$ cat src/hdl/paillier_pkg.sv
package paillier_pkg;

    // Width of every operand, result and modulus
    localparam int operand_w = 64;

    typedef logic [operand_w-1:0] operand_t;

    // Public key n, odd and half the operand width
    localparam logic [operand_w/2-1:0] paillier_n = 32'hd3a5_c17b;

    // Modulus of both arithmetic cores
    localparam operand_t paillier_nsq = operand_t'(paillier_n) * operand_t'(paillier_n);

    // Command codes keep the reference encoding
    typedef enum logic [1:0] {
        cmd_encrypt    = 2'b00,
        cmd_decrypt    = 2'b01,
        cmd_homo_add   = 2'b10,
        cmd_scalar_mul = 2'b11
    } task_cmd_e;

    typedef enum logic [2:0] {
        st_idle,
        st_load,
        st_enc_first,
        st_enc_final,
        st_single,
        st_output
    } ctrl_state_e;

endpackage
$ cat src/hdl/mod_op_if.sv
interface mod_op_if;

    // Request side, sampled by the core on start
    logic                   start;
    paillier_pkg::operand_t x;
    paillier_pkg::operand_t y;

    // Completion side, result is stable from done until the next start
    logic                   done;
    paillier_pkg::operand_t result;

    modport ctrl (
        output start, x, y,
        input  done, result
    );

    modport core (
        input  start, x, y,
        output done, result
    );

endinterface

$ cat src/hdl/paillier_top.sv
module paillier_top #(
    parameter int word_w = 16
) (
    input  logic                    clk,
    input  logic                    rst_n,
    input  logic                    task_req,
    input  paillier_pkg::task_cmd_e task_cmd,
    input  logic [word_w-1:0]       a_data,
    input  logic                    a_valid,
    input  logic [word_w-1:0]       b_data,
    input  logic                    b_valid,
    output logic [word_w-1:0]       out_data,
    output logic                    out_valid,
    output logic                    task_end
);

    logic                   clear;
    logic                   loaded;
    logic                   send;
    logic                   busy;
    paillier_pkg::operand_t a_op;
    paillier_pkg::operand_t b_op;
    paillier_pkg::operand_t final_value;

    mod_op_if mul_bus ();
    mod_op_if exp_bus ();

    operand_loader #(
        .word_w (word_w)
    ) u_loader (
        .clk     (clk),
        .rst_n   (rst_n),
        .clear   (clear),
        .a_data  (a_data),
        .a_valid (a_valid),
        .b_data  (b_data),
        .b_valid (b_valid),
        .loaded  (loaded),
        .a_op    (a_op),
        .b_op    (b_op)
    );

    paillier_ctrl u_ctrl (
        .clk         (clk),
        .rst_n       (rst_n),
        .task_req    (task_req),
        .task_cmd    (task_cmd),
        .clear       (clear),
        .loaded      (loaded),
        .a_op        (a_op),
        .b_op        (b_op),
        .mul         (mul_bus.ctrl),
        .exp         (exp_bus.ctrl),
        .send        (send),
        .final_value (final_value),
        .busy        (busy)
    );

    mod_mul u_mul (
        .clk   (clk),
        .rst_n (rst_n),
        .op    (mul_bus.core)
    );

    mod_exp u_exp (
        .clk   (clk),
        .rst_n (rst_n),
        .op    (exp_bus.core)
    );

    result_streamer #(
        .word_w (word_w)
    ) u_streamer (
        .clk       (clk),
        .rst_n     (rst_n),
        .send      (send),
        .value     (final_value),
        .out_data  (out_data),
        .out_valid (out_valid),
        .task_end  (task_end),
        .busy      (busy)
    );

endmodule

$ cat src/hdl/paillier_ctrl.sv
module paillier_ctrl (
    input  logic                    clk,
    input  logic                    rst_n,
    input  logic                    task_req,
    input  paillier_pkg::task_cmd_e task_cmd,
    output logic                    clear,
    input  logic                    loaded,
    input  paillier_pkg::operand_t  a_op,
    input  paillier_pkg::operand_t  b_op,
    mod_op_if.ctrl                  mul,
    mod_op_if.ctrl                  exp,
    output logic                    send,
    output paillier_pkg::operand_t  final_value,
    input  logic                    busy
);

    localparam paillier_pkg::operand_t n_ext = paillier_pkg::operand_t'(paillier_pkg::paillier_n);

    paillier_pkg::ctrl_state_e state;
    paillier_pkg::task_cmd_e   cmd_r;
    logic                      mul_seen;
    logic                      exp_seen;
    logic                      both_seen;
    logic                      use_exp;

    // Loader only collects words while waiting for operands
    assign clear = (state != paillier_pkg::st_load);

    assign both_seen = (mul_seen || mul.done) && (exp_seen || exp.done);

    // Scalar multiplication is the only task that ends on the exponentiation core
    assign use_exp     = (state == paillier_pkg::st_single) &&
                         (cmd_r == paillier_pkg::cmd_scalar_mul);
    assign final_value = use_exp ? exp.result : mul.result;
    assign send        = ((state == paillier_pkg::st_enc_final) && mul.done) ||
                         ((state == paillier_pkg::st_single) && (use_exp ? exp.done : mul.done));

    always_ff @(posedge clk or negedge rst_n) begin
        if (!rst_n) begin
            state     <= paillier_pkg::st_idle;
            cmd_r     <= paillier_pkg::cmd_encrypt;
            mul.start <= 1'b0;
            exp.start <= 1'b0;
            mul_seen  <= 1'b0;
            exp_seen  <= 1'b0;
        end else begin
            mul.start <= 1'b0;
            exp.start <= 1'b0;
            case (state)
                paillier_pkg::st_idle: begin
                    if (task_req && (task_cmd != paillier_pkg::cmd_decrypt)) begin
                        cmd_r <= task_cmd;
                        state <= paillier_pkg::st_load;
                    end
                end
                paillier_pkg::st_load: begin
                    if (loaded) begin
                        mul_seen <= 1'b0;
                        exp_seen <= 1'b0;
                        case (cmd_r)
                            paillier_pkg::cmd_encrypt: begin
                                mul.start <= 1'b1;
                                exp.start <= 1'b1;
                                state     <= paillier_pkg::st_enc_first;
                            end
                            paillier_pkg::cmd_homo_add: begin
                                mul.start <= 1'b1;
                                state     <= paillier_pkg::st_single;
                            end
                            default: begin
                                exp.start <= 1'b1;
                                state     <= paillier_pkg::st_single;
                            end
                        endcase
                    end
                end
                paillier_pkg::st_enc_first: begin
                    mul_seen <= mul_seen || mul.done;
                    exp_seen <= exp_seen || exp.done;
                    if (both_seen) begin
                        mul.start <= 1'b1;
                        state     <= paillier_pkg::st_enc_final;
                    end
                end
                paillier_pkg::st_enc_final, paillier_pkg::st_single: begin
                    if (send) begin
                        state <= paillier_pkg::st_output;
                    end
                end
                paillier_pkg::st_output: begin
                    if (!busy) begin
                        state <= paillier_pkg::st_idle;
                    end
                end
                default: state <= paillier_pkg::st_idle;
            endcase
        end
    end

    // Core operands, only meaningful together with a start
    always_ff @(posedge clk) begin
        if ((state == paillier_pkg::st_load) && loaded) begin
            if (cmd_r == paillier_pkg::cmd_encrypt) begin
                mul.x <= a_op;
                mul.y <= n_ext;
                exp.x <= b_op;
                exp.y <= n_ext;
            end else begin
                mul.x <= a_op;
                mul.y <= b_op;
                exp.x <= a_op;
                exp.y <= b_op;
            end
        end else if ((state == paillier_pkg::st_enc_first) && both_seen) begin
            // m*n < n*n, so adding one needs no reduction
            mul.x <= mul.result + 1'b1;
            mul.y <= exp.result;
        end
    end

endmodule

$ cat src/hdl/result_streamer.sv
module result_streamer #(
    parameter int word_w = 16
) (
    input  logic                   clk,
    input  logic                   rst_n,
    input  logic                   send,
    input  paillier_pkg::operand_t value,
    output logic [word_w-1:0]      out_data,
    output logic                   out_valid,
    output logic                   task_end,
    output logic                   busy
);

    localparam int n_words = paillier_pkg::operand_w / word_w;
    localparam int cnt_w   = $clog2(n_words + 1);

    logic [cnt_w-1:0]       cnt;
    paillier_pkg::operand_t shreg;

    // Words still to go out, zero when idle
    always_ff @(posedge clk or negedge rst_n) begin
        if (!rst_n) begin
            cnt <= '0;
        end else if (send) begin
            cnt <= cnt_w'(n_words);
        end else if (cnt != '0) begin
            cnt <= cnt - 1'b1;
        end
    end

    always_ff @(posedge clk) begin
        if (send) begin
            shreg <= value;
        end else if (cnt != '0) begin
            shreg <= shreg >> word_w;
        end
    end

    assign out_valid = (cnt != '0);
    assign out_data  = out_valid ? shreg[word_w-1:0] : '0;
    assign task_end  = (cnt == cnt_w'(1));
    assign busy      = out_valid;

endmodule

$ cat src/hdl/operand_loader.sv
module operand_loader #(
    parameter int word_w = 16
) (
    input  logic                   clk,
    input  logic                   rst_n,
    input  logic                   clear,
    input  logic [word_w-1:0]      a_data,
    input  logic                   a_valid,
    input  logic [word_w-1:0]      b_data,
    input  logic                   b_valid,
    output logic                   loaded,
    output paillier_pkg::operand_t a_op,
    output paillier_pkg::operand_t b_op
);

    localparam int n_words = paillier_pkg::operand_w / word_w;
    localparam int cnt_w   = $clog2(n_words + 1);

    logic [cnt_w-1:0] a_cnt;
    logic [cnt_w-1:0] b_cnt;
    logic             a_take;
    logic             b_take;
    logic             both_full;
    logic             both_full_nxt;

    // Counters saturate at the full count, later words are dropped
    assign a_take = a_valid && (a_cnt != cnt_w'(n_words));
    assign b_take = b_valid && (b_cnt != cnt_w'(n_words));

    assign both_full     = (a_cnt == cnt_w'(n_words)) && (b_cnt == cnt_w'(n_words));
    assign both_full_nxt = ((a_cnt + cnt_w'(a_take)) == cnt_w'(n_words)) &&
                           ((b_cnt + cnt_w'(b_take)) == cnt_w'(n_words));

    always_ff @(posedge clk or negedge rst_n) begin
        if (!rst_n) begin
            a_cnt  <= '0;
            b_cnt  <= '0;
            loaded <= 1'b0;
        end else begin
            loaded <= !clear && both_full_nxt && !both_full;
            if (clear) begin
                a_cnt <= '0;
                b_cnt <= '0;
            end else begin
                a_cnt <= a_cnt + cnt_w'(a_take);
                b_cnt <= b_cnt + cnt_w'(b_take);
            end
        end
    end

    always_ff @(posedge clk) begin
        if (!clear && a_take) begin
            a_op[a_cnt*word_w +: word_w] <= a_data;
        end
        if (!clear && b_take) begin
            b_op[b_cnt*word_w +: word_w] <= b_data;
        end
    end

endmodule

$ cat src/hdl/mod_exp.sv
module mod_exp (
    input  logic    clk,
    input  logic    rst_n,
    mod_op_if.core  op
);

    localparam int cnt_w = $clog2(paillier_pkg::operand_w);

    typedef enum logic [2:0] {
        ex_idle,
        ex_square,
        ex_sq_wait,
        ex_mult,
        ex_mul_wait
    } exp_state_e;

    exp_state_e             state;
    logic [cnt_w-1:0]       cnt;
    logic                   done_q;
    paillier_pkg::operand_t base;
    paillier_pkg::operand_t expo;
    paillier_pkg::operand_t acc;
    logic                   cur_bit;
    logic                   step_done;

    // Private multiplier, squares and multiplies in turn
    mod_op_if inner ();

    mod_mul u_mul (
        .clk   (clk),
        .rst_n (rst_n),
        .op    (inner.core)
    );

    assign inner.start = (state == ex_square) || (state == ex_mult);
    assign inner.x     = acc;
    assign inner.y     = (state == ex_mult) ? base : acc;

    assign cur_bit = expo[cnt];

    // Current exponent bit fully handled
    assign step_done = inner.done &&
                       (((state == ex_sq_wait) && !cur_bit) || (state == ex_mul_wait));

    always_ff @(posedge clk or negedge rst_n) begin
        if (!rst_n) begin
            state  <= ex_idle;
            cnt    <= '0;
            done_q <= 1'b0;
        end else begin
            done_q <= 1'b0;
            if (step_done) begin
                if (cnt == '0) begin
                    done_q <= 1'b1;
                    state  <= ex_idle;
                end else begin
                    cnt   <= cnt - 1'b1;
                    state <= ex_square;
                end
            end else begin
                case (state)
                    ex_idle: begin
                        if (op.start) begin
                            cnt   <= cnt_w'(paillier_pkg::operand_w - 1);
                            state <= ex_square;
                        end
                    end
                    ex_square:   state <= ex_sq_wait;
                    ex_sq_wait: begin
                        // Only reached with bit set, else step_done took over
                        if (inner.done) begin
                            state <= ex_mult;
                        end
                    end
                    ex_mult:     state <= ex_mul_wait;
                    default:     state <= state;
                endcase
            end
        end
    end

    always_ff @(posedge clk) begin
        if ((state == ex_idle) && op.start) begin
            base <= op.x;
            expo <= op.y;
            acc  <= paillier_pkg::operand_t'(1);
        end else if (inner.done) begin
            acc <= inner.result;
        end
    end

    assign op.done   = done_q;
    assign op.result = acc;

endmodule

$ cat src/hdl/mod_mul.sv
module mod_mul (
    input  logic    clk,
    input  logic    rst_n,
    mod_op_if.core  op
);

    localparam int cnt_w = $clog2(paillier_pkg::operand_w + 1);
    localparam logic [paillier_pkg::operand_w+1:0] mod_ext = {2'b00, paillier_pkg::paillier_nsq};

    logic                   busy;
    logic [cnt_w-1:0]       cnt;
    logic                   done_q;
    paillier_pkg::operand_t xr;
    paillier_pkg::operand_t yr;
    paillier_pkg::operand_t acc;

    logic [paillier_pkg::operand_w+1:0] sum;
    logic [paillier_pkg::operand_w+1:0] red1;
    logic [paillier_pkg::operand_w+1:0] red2;

    // One interleaved step: 2*acc + bit*x stays below 3*nsq
    always_comb begin
        sum  = {1'b0, acc, 1'b0} + (yr[paillier_pkg::operand_w-1] ? {2'b00, xr} : '0);
        red1 = (sum >= mod_ext) ? sum - mod_ext : sum;
        red2 = (red1 >= mod_ext) ? red1 - mod_ext : red1;
    end

    always_ff @(posedge clk or negedge rst_n) begin
        if (!rst_n) begin
            busy   <= 1'b0;
            cnt    <= '0;
            done_q <= 1'b0;
        end else begin
            done_q <= 1'b0;
            if (op.start) begin
                busy <= 1'b1;
                cnt  <= cnt_w'(paillier_pkg::operand_w);
            end else if (busy) begin
                cnt <= cnt - 1'b1;
                // Last bit of y processed on this edge
                if (cnt == cnt_w'(1)) begin
                    busy   <= 1'b0;
                    done_q <= 1'b1;
                end
            end
        end
    end

    always_ff @(posedge clk) begin
        if (op.start) begin
            xr  <= op.x;
            yr  <= op.y;
            acc <= '0;
        end else if (busy) begin
            acc <= red2[paillier_pkg::operand_w-1:0];
            yr  <= yr << 1;
        end
    end

    assign op.done   = done_q;
    assign op.result = acc;

endmodule

$ cat config.mk
export PLATFORM = sky130hd
export DESIGN_NAME = paillier_top
export DESIGN_NICKNAME = d
export VERILOG_FILES = /design/src/hdl/paillier_pkg.sv /design/src/hdl/mod_op_if.sv /design/src/hdl/paillier_top.sv /design/src/hdl/paillier_ctrl.sv /design/src/hdl/result_streamer.sv /design/src/hdl/operand_loader.sv /design/src/hdl/mod_exp.sv /design/src/hdl/mod_mul.sv
export SDC_FILE = /design/constraint.sdc
export NUM_CORES = 2
export LEC_CHECK = 0
export BUFFER_PORTS_ARGS = -buffer_cell sky130_fd_sc_hd__clkbuf_2
export CORE_MARGIN = 2
export CORE_UTILIZATION = 55
export CTS_BUF_LIST = sky130_fd_sc_hd__clkbuf_4
export CTS_CLUSTER_SIZE = 24
export DETAILED_ROUTE_END_ITERATION = 16
export PLACE_DENSITY = 0.82
export SYNTH_ARGS = -nofsm -noshare
export SYNTH_HDL_FRONTEND = slang
export SYNTH_SLANG_ARGS = --single-unit
export TNS_END_PERCENT = 20
$ cat constraint.sdc
create_clock -name clk -period 10.44 [get_ports clk]
set_clock_uncertainty 0.2 [all_clocks]
set_input_delay 0.522 -clock clk [delete_from_list [all_inputs] [get_ports clk]]
set_output_delay 0.522 -clock clk [all_outputs]
set_load 0.01 [all_outputs]
; ---- Yosys cells after proc, flatten, opt, wreduce, memory -nomap -nowiden
; Index checks and enable logic that the tools add are counted.
[op_classes]
muxes = 74
add_sub_neg = 15
n_lt_le_gt_ge = 5
shift = 4
reduce_logical = 46
multipliers = 0
bitwise_logic = 0
eq_ne = 30
div_mod_pow = 0
[ops]
columns = cell, count
row1 = two-way mux 64 bit, 18
row2 = "greater-or-equal comparator 66 x 64 -> 1 bit, second input constant", 4
row3 = adder 65 x 66 -> 66 bit, 2
row4 = two-way mux 66 bit, 2
row5 = "subtractor 66 x 64 -> 66 bit, second input constant", 2
row6 = bitwise mux 64 bit, 2
row7 = "variable shift 16 x 34 -> 64 bit, first input constant", 2
row8 = variable part select 16 x 34 -> 64 bit, 2
row9 = "subtractor 64 bit, second input constant", 2
row10 = negation 7 -> 34 bit, 2
row11 = "adder 64 x 1 -> 64 bit, second input constant", 1
row12 = two-way mux 3 bit, 13
row13 = two-way mux 7 bit, 4
row14 = two-way mux 1 bit, 24
row15 = two-way mux 6 bit, 4
row16 = "== test 3 bit, second input constant", 7
row17 = logical AND 1 bit, 18
row18 = two-way mux 16 bit, 1
row19 = case mux 3 bit (5 select lines), 1
row20 = "== test 7 x 1 -> 1 bit, second input constant", 2
row21 = nonzero test 2 bit, 7
row22 = "subtractor 7 x 1 -> 7 bit, second input constant", 2
row23 = "== test 3 x 2 -> 1 bit, second input constant", 4
row24 = case mux 3 bit (4 select lines), 1
row25 = other kinds (24), 47
[word_totals]
mem_count = 0
register_bits = 1071
latch_bits = 0
out_inout_bits = 18
input_bits = 39
rom_bits = 0
ramBits = 0
wordCells = 209

; ---- Depth between registers and ports, before layout
[depth]
ltp_word = 8
mapped_depth = 40
depth_no_buf = 31

; ---- Cells and area by module
; From an unflattened synthesis, not the netlist that was laid out.
[unflattened]
hier_cells = 6738
area_unflattened_um2 = 67330.8
[modules_own_cells]
columns = module, area_each_um2, seq_area_each_um2, cells_each, instances
row1 = mod_mul at u_mul, 18990.7, 5350.1, 2310, 1
row2 = mod_mul at u_exp.u_mul, 18904.4, 5350.1, 2268, 1
row3 = paillier_ctrl, 13165.1, 7912.6, 1131, 1
row4 = mod_exp, 7967.6, 5375.2, 525, 1
row5 = operand_loader, 5332.6, 4018.9, 330, 1
row6 = result_streamer, 2970.3, 1996.9, 174, 1

; ---- Worst setup path after synthesis
; OpenSTA, ideal clock, no wires.
[synth_timing]
kind = reg2reg
start = register u_ctrl.state[1]
end = register u_ctrl.mul.x[0] (enable)
path_slack_ns = 2.336
arrival_ns = 7.246
required_time_ns = 9.583
period_less_slack_ns = 8.104
stages_incl_launch_ff = 5
setup_time_ns = 0.657
path_buffers = 1
path_cell_list = dfrtp_1 clkbuf_1 inv_1 or3_1 a21oi_1
[synth_via]
elab_chain_len = 3
elab_cells_between_ends = 5
cone_classes = 2 x eq/ne / 3 x reduce/logical
[synth_rtl]
columns = item, line_no
row1 = "start, declared", paillier_ctrl.sv:19  ; paillier_pkg::ctrl_state_e state;
row2 = "start signal, assigned", paillier_ctrl.sv:40  ; state <= paillier_pkg::st_idle;
row3 = "start signal, assigned", paillier_ctrl.sv:53  ; state <= paillier_pkg::st_load;
row4 = "start signal, assigned", paillier_ctrl.sv:64  ; state <= paillier_pkg::st_enc_first;
row5 = == test 3 x 2 -> 1 bit / == test 3 x 1 -> 1 bit (equally long branches), "paillier_ctrl.sv:114, paillier_ctrl.sv:102"
row6 = "logical AND 1 bit, on equally long branches", "paillier_ctrl.sv:114, paillier_ctrl.sv:102"
row7 = nonzero test 2 bit (no line) *, n/a
row8 = "end, declared", mod_op_if.sv:13  ; output start, x, y,
; Every way passes the cells marked *; elsewhere a longest branch is shown, timed or not.
; A chain may end at the register's enable or synchronous reset.

; ---- Worst setup path after layout
[layout_timing]
start = register u_exp.u_mul.yr[63]
end = register u_exp.u_mul.acc[30], in the netlist u_exp.u_mul.op.result[30]
[layout_via]
elab_chain_len = 6
elab_cells_between_ends = 8
cone_classes = 3 x add/sub / 2 x order compare / 3 x mux
[layout_rtl]
columns = item, line_no
row1 = "start, declared", mod_mul.sv:14  ; paillier_pkg::operand_t yr;
row2 = "start signal, assigned", mod_mul.sv:52  ; yr <= op.y;
row3 = "start signal, assigned", mod_mul.sv:56  ; yr <= yr << 1;
row4 = two-way mux 64 bit *, mod_mul.sv:23  ; sum = {1'b0, acc, 1'b0} + (yr[paillier_pkg::operand_w-1] ? {2'b00, xr} : '0);
row5 = adder 65 x 66 -> 66 bit *, mod_mul.sv:23
row6 = subtractor 66 x 64 -> 66 bit / greater-or-equal comparator 66 x 64 -> 1 bit (equally long branches), mod_mul.sv:24  ; red1 = (sum >= mod_ext) ? sum - mod_ext : sum;
row7 = two-way mux 66 bit *, mod_mul.sv:24
row8 = subtractor 64 bit / greater-or-equal comparator 66 x 64 -> 1 bit (equally long branches), mod_mul.sv:25  ; red2 = (red1 >= mod_ext) ? red1 - mod_ext : red1;
row9 = two-way mux 64 bit *, mod_mul.sv:25
row10 = "end signal, assigned", mod_mul.sv:55  ; acc <= red2[paillier_pkg::operand_w-1:0];
row11 = "end, declared", mod_mul.sv:15  ; paillier_pkg::operand_t acc;
; Marked as above.

==> reports/qor.csv <==
metric,value,unit
area of the die,119800,um2
pre-CTS setup slack,0.1081,ns
drt via density,6.425,
critical path required time,11.25,ns
startpoint of the most critical register-to-register path,u_exp.u_mul.yr[63],
average wire per cell in the routed design,25.06,um
Post-Syn Area,64360,um2
post-route total power,21.59,mW
H-tree level count,5,
data arrival time of the critical path,10.94,ns
number of placed I/O pins,57,
element type at the critical path start,register,
total grt overflow,0,
sequential area share after synthesis,46.62,%
number of hold violations in the final report,0,
fraction of registers with async set/reset,4.388,%
#FFs+latches synth,1071,
Post-Syn Area per Cell,10.02,um2
Setup Viol. Count Final,0,
via count,53470,
total nets after synthesis,6617,
antenna violations before repair,14,
total track usage,33.89,%
WHS Endpoint,u_loader.b_op[3],
Synth cell types,135,
post-synth top area cell,edfxtp_1,
"most common cell after layout, fill and taps aside",edfxtp_1,
max-slew violation count,0,
worst hold stages,3,
final worst-path setup slack,0.3107,ns
root cell of the clock tree,clkbuf_4,
largest voltage drop on the vdd net,0.3407,mV
DRT antenna net count,0,
worst slew margin relative to its limit,6.817,%
routed wire length,208.5,mm
highest cell delay on the worst timing path,0.85,ns
cell count of the worst reg-to-reg path,27,
count of filler cells inserted in the layout,9465,
critical path peak fanout,35,
clock-pin slew reported for the worst setup and hold paths after clock tree synthesis,0.11,ns
DRC violation count after routing,0,
Final #Nets,6772,
placed cells,7767,
Row Count,125,
first-pass GRT wire length,311.0,mm
number of clock sinks seen by CTS,1071,
CP max stage cell,edfxtp_1,
layout cell share with drive strength beyond 1,14.45,%
slew at the pin closest to its max-slew limit,1.363,ns
Pleak,25.47,nW
clock latency of the later-clocked register in the worst-skew pair,1.20,ns
first-pass iteration count of the detailed router,6,
part of the cycle the worst path needs,97.02,%
post-layout minimum cycle time,10.13,ns
Die Width,346.1,um
Synth-to-Final Area Change,8.829,%
Starting Density,55.46,%
DRC marker count from the first detailed-route iteration,5633,
highest-count cells in the layout ignoring fill and taps,"edfxtp_1, nand2_1, nor2_1",
worst reg2reg path endpoint,u_exp.u_mul.op.result[30],
vertical die dimension,346.1,um
sum of net half-perimeters after detailed placement,151.3,mm
timing-limited maximum frequency,0.09872,GHz
cell repeated most along the worst path,nor2_1,
area share of the largest cell type after synthesis,38.82,%
register-to-register setup slack,0.31,ns
Worst Min Path Start,b_data[3],
largest cells by area after synthesis,"edfxtp_1, dfxtp_1, mux2i_1",
most frequently used flop master after synthesis,edfxtp_1,
number of instances in the synthesized netlist,6420,
CTS tree,yes,
CORE AREA,116000,um2
number of enable-type register cells in the synthesized netlist,832,
type of destination of the critical path,register,
routability cong.,1.043,
combined buffer and inverter count along the critical path,3,
worst min path class,in -> reg,
crit path kind,reg -> reg,
Worst path top cell family by delay,compound AO/OA/AOI/OAI gates,
Max Cap Violations,0,
CTS max path bufs,4,
IO buf count,56,
count of non-filler cells in the finished layout,8322,
Num CTS Buffers,289,
result of the run,finished clean,
vias in the first global route,51260,
maximum number of pins on one net before global-route repair,164,
fin util,60.35,%
total power per unit cell area,308.3,nW/um2
count of warnings emitted by yosys,0,
==> cells in the mapped netlist, types with 34 or more instances <==
cell type / number
nand3_1: 154
ha_1: 156
a21oi_1: 322
nor3_1: 147
nor4_1: 34
o21a_1: 48
or2_2: 37
a21o_1: 74
nand4_1: 84
o211ai_1: 64
and4_1: 34
a211oi_1: 68
mux2i_1: 263
and2_1: 380
xnor2_1: 245
or3_1: 44
a31oi_1: 37
o21ai_0: 421
mux2_2: 197
o21ai_1: 48
inv_1: 94
clkbuf_1: 213
nand2b_1: 50
and3_1: 65
nand2_1: 678
nor2_1: 527
buf_2: 61
xor2_1: 140
buf_1: 40
dfxtp_1: 192
edfxtp_1: 832
dfrtp_1: 47
==> cell type report <==
type	instances	area (um2)	share of cell area (%)
Clock buffer	422	3168	4.523
Timing Repair Buffer	199	1533	2.188
Clock inverter	67	371.6	0.5306
Multi-Input combinational cell	4918	32600	46.55
Antenna cell	25	62.56	0.08932
Inverter	96	375.4	0.5359
Tap cell	1524	1907	2.723
Sequential cell	1071	30020	42.86
==> worst reg2reg max path, stage by stage (launching register included) <==
cell	delay, ns
edfxtp_1	0.85
buf_4	0.28
and2_1	0.12
ha_1	0.31
a21oi_1	0.24
o21ai_0	0.19
a221oi_2	0.54
nand2_1	0.27
xnor2_1	0.65
a21oi_1	0.33
a211oi_1	0.54
nor2_1	0.21
a211o_1	0.43
a32oi_4	0.50
o211a_2	0.62
buf_4	0.46
nor2_1	0.19
xnor2_2	0.50
nand4bb_1	0.30
nor4_1	0.44
a31oi_1	0.18
o21ai_2	0.29
a21oi_4	0.22
buf_12	0.30
o21bai_1	0.21
xnor2_1	0.43
mux2i_1	0.14
nor2_1	0.10
==> per-stage QoR <==
step / hold WS [ns] / instance area, um2 / TNS (ns)
floorplan: 0.02641 / 64360 / 0
global placement: 0.2009 / 66010 / 0
detailed placement: 0.2045 / 66010 / 0
CTS: 0.08336 / 69950 / 0
global route: 0.07665 / 70010 / -0.01167
finish: 0.1585 / 70040 / 0
==> where the power goes <==
part	internal [mW]	switching (mW)	leakage (nW)	total [mW]
clock network	1.94	1.83	2.13	3.77
logic	4.17	7.59	13.4	11.8
registers	5.30	0.771	9.90	6.07
==> repair_timing <==
item | in CTS | in global routing
hold buffers | 40 | 0
gates resized for setup | 0 | 2
endpoints found under the hold margin | 183 | 0
setup endpoints to repair | 0 | 55
setup buffers | 0 | 1
==> cell families after synthesis <==
logic type	Yosys count	share of synthesized area, %
flops	1071	46.62
simple gates	2394	18.68
fa+ha+maj	158	3.095
compound gates	1505	15.51
xor+xnor	392	5.417
buf+inv	431	2.842
mux	469	7.835
==> layer usage <==
layer / wire, um / part of all wire [%] / GRT usage (%) / up-vias
met5: 11 / 0.0053 / 0 / -
met3: 18570 / 8.9 / 5.516 / 627
met2: 93910 / 45 / 52.34 / 3016
met4: 13950 / 6.7 / 21.49 / 2
met1: 82080 / 39 / 44.57 / 25570
li1: - / - / - / 24260
==> how the worst max path moves through the flow <==
stage	start	to	slack, ns	cells past startpoint
floorplan	u_ctrl.state[1]	u_ctrl.mul.x[0]	2.34	4
global placement	u_exp.u_mul.yr[63]	u_exp.u_mul.op.result[30]	0.13	27
detailed placement	u_exp.u_mul.yr[63]	u_exp.u_mul.op.result[36]	0.11	27
CTS	u_exp.u_mul.yr[63]	u_exp.u_mul.op.result[30]	0.07	27
global route	u_exp.u_mul.yr[63]	u_exp.u_mul.op.result[36]	-0.01	27
finish	u_exp.u_mul.yr[63]	u_exp.u_mul.op.result[30]	0.31	27
Power figures use the tool's default switching activity.
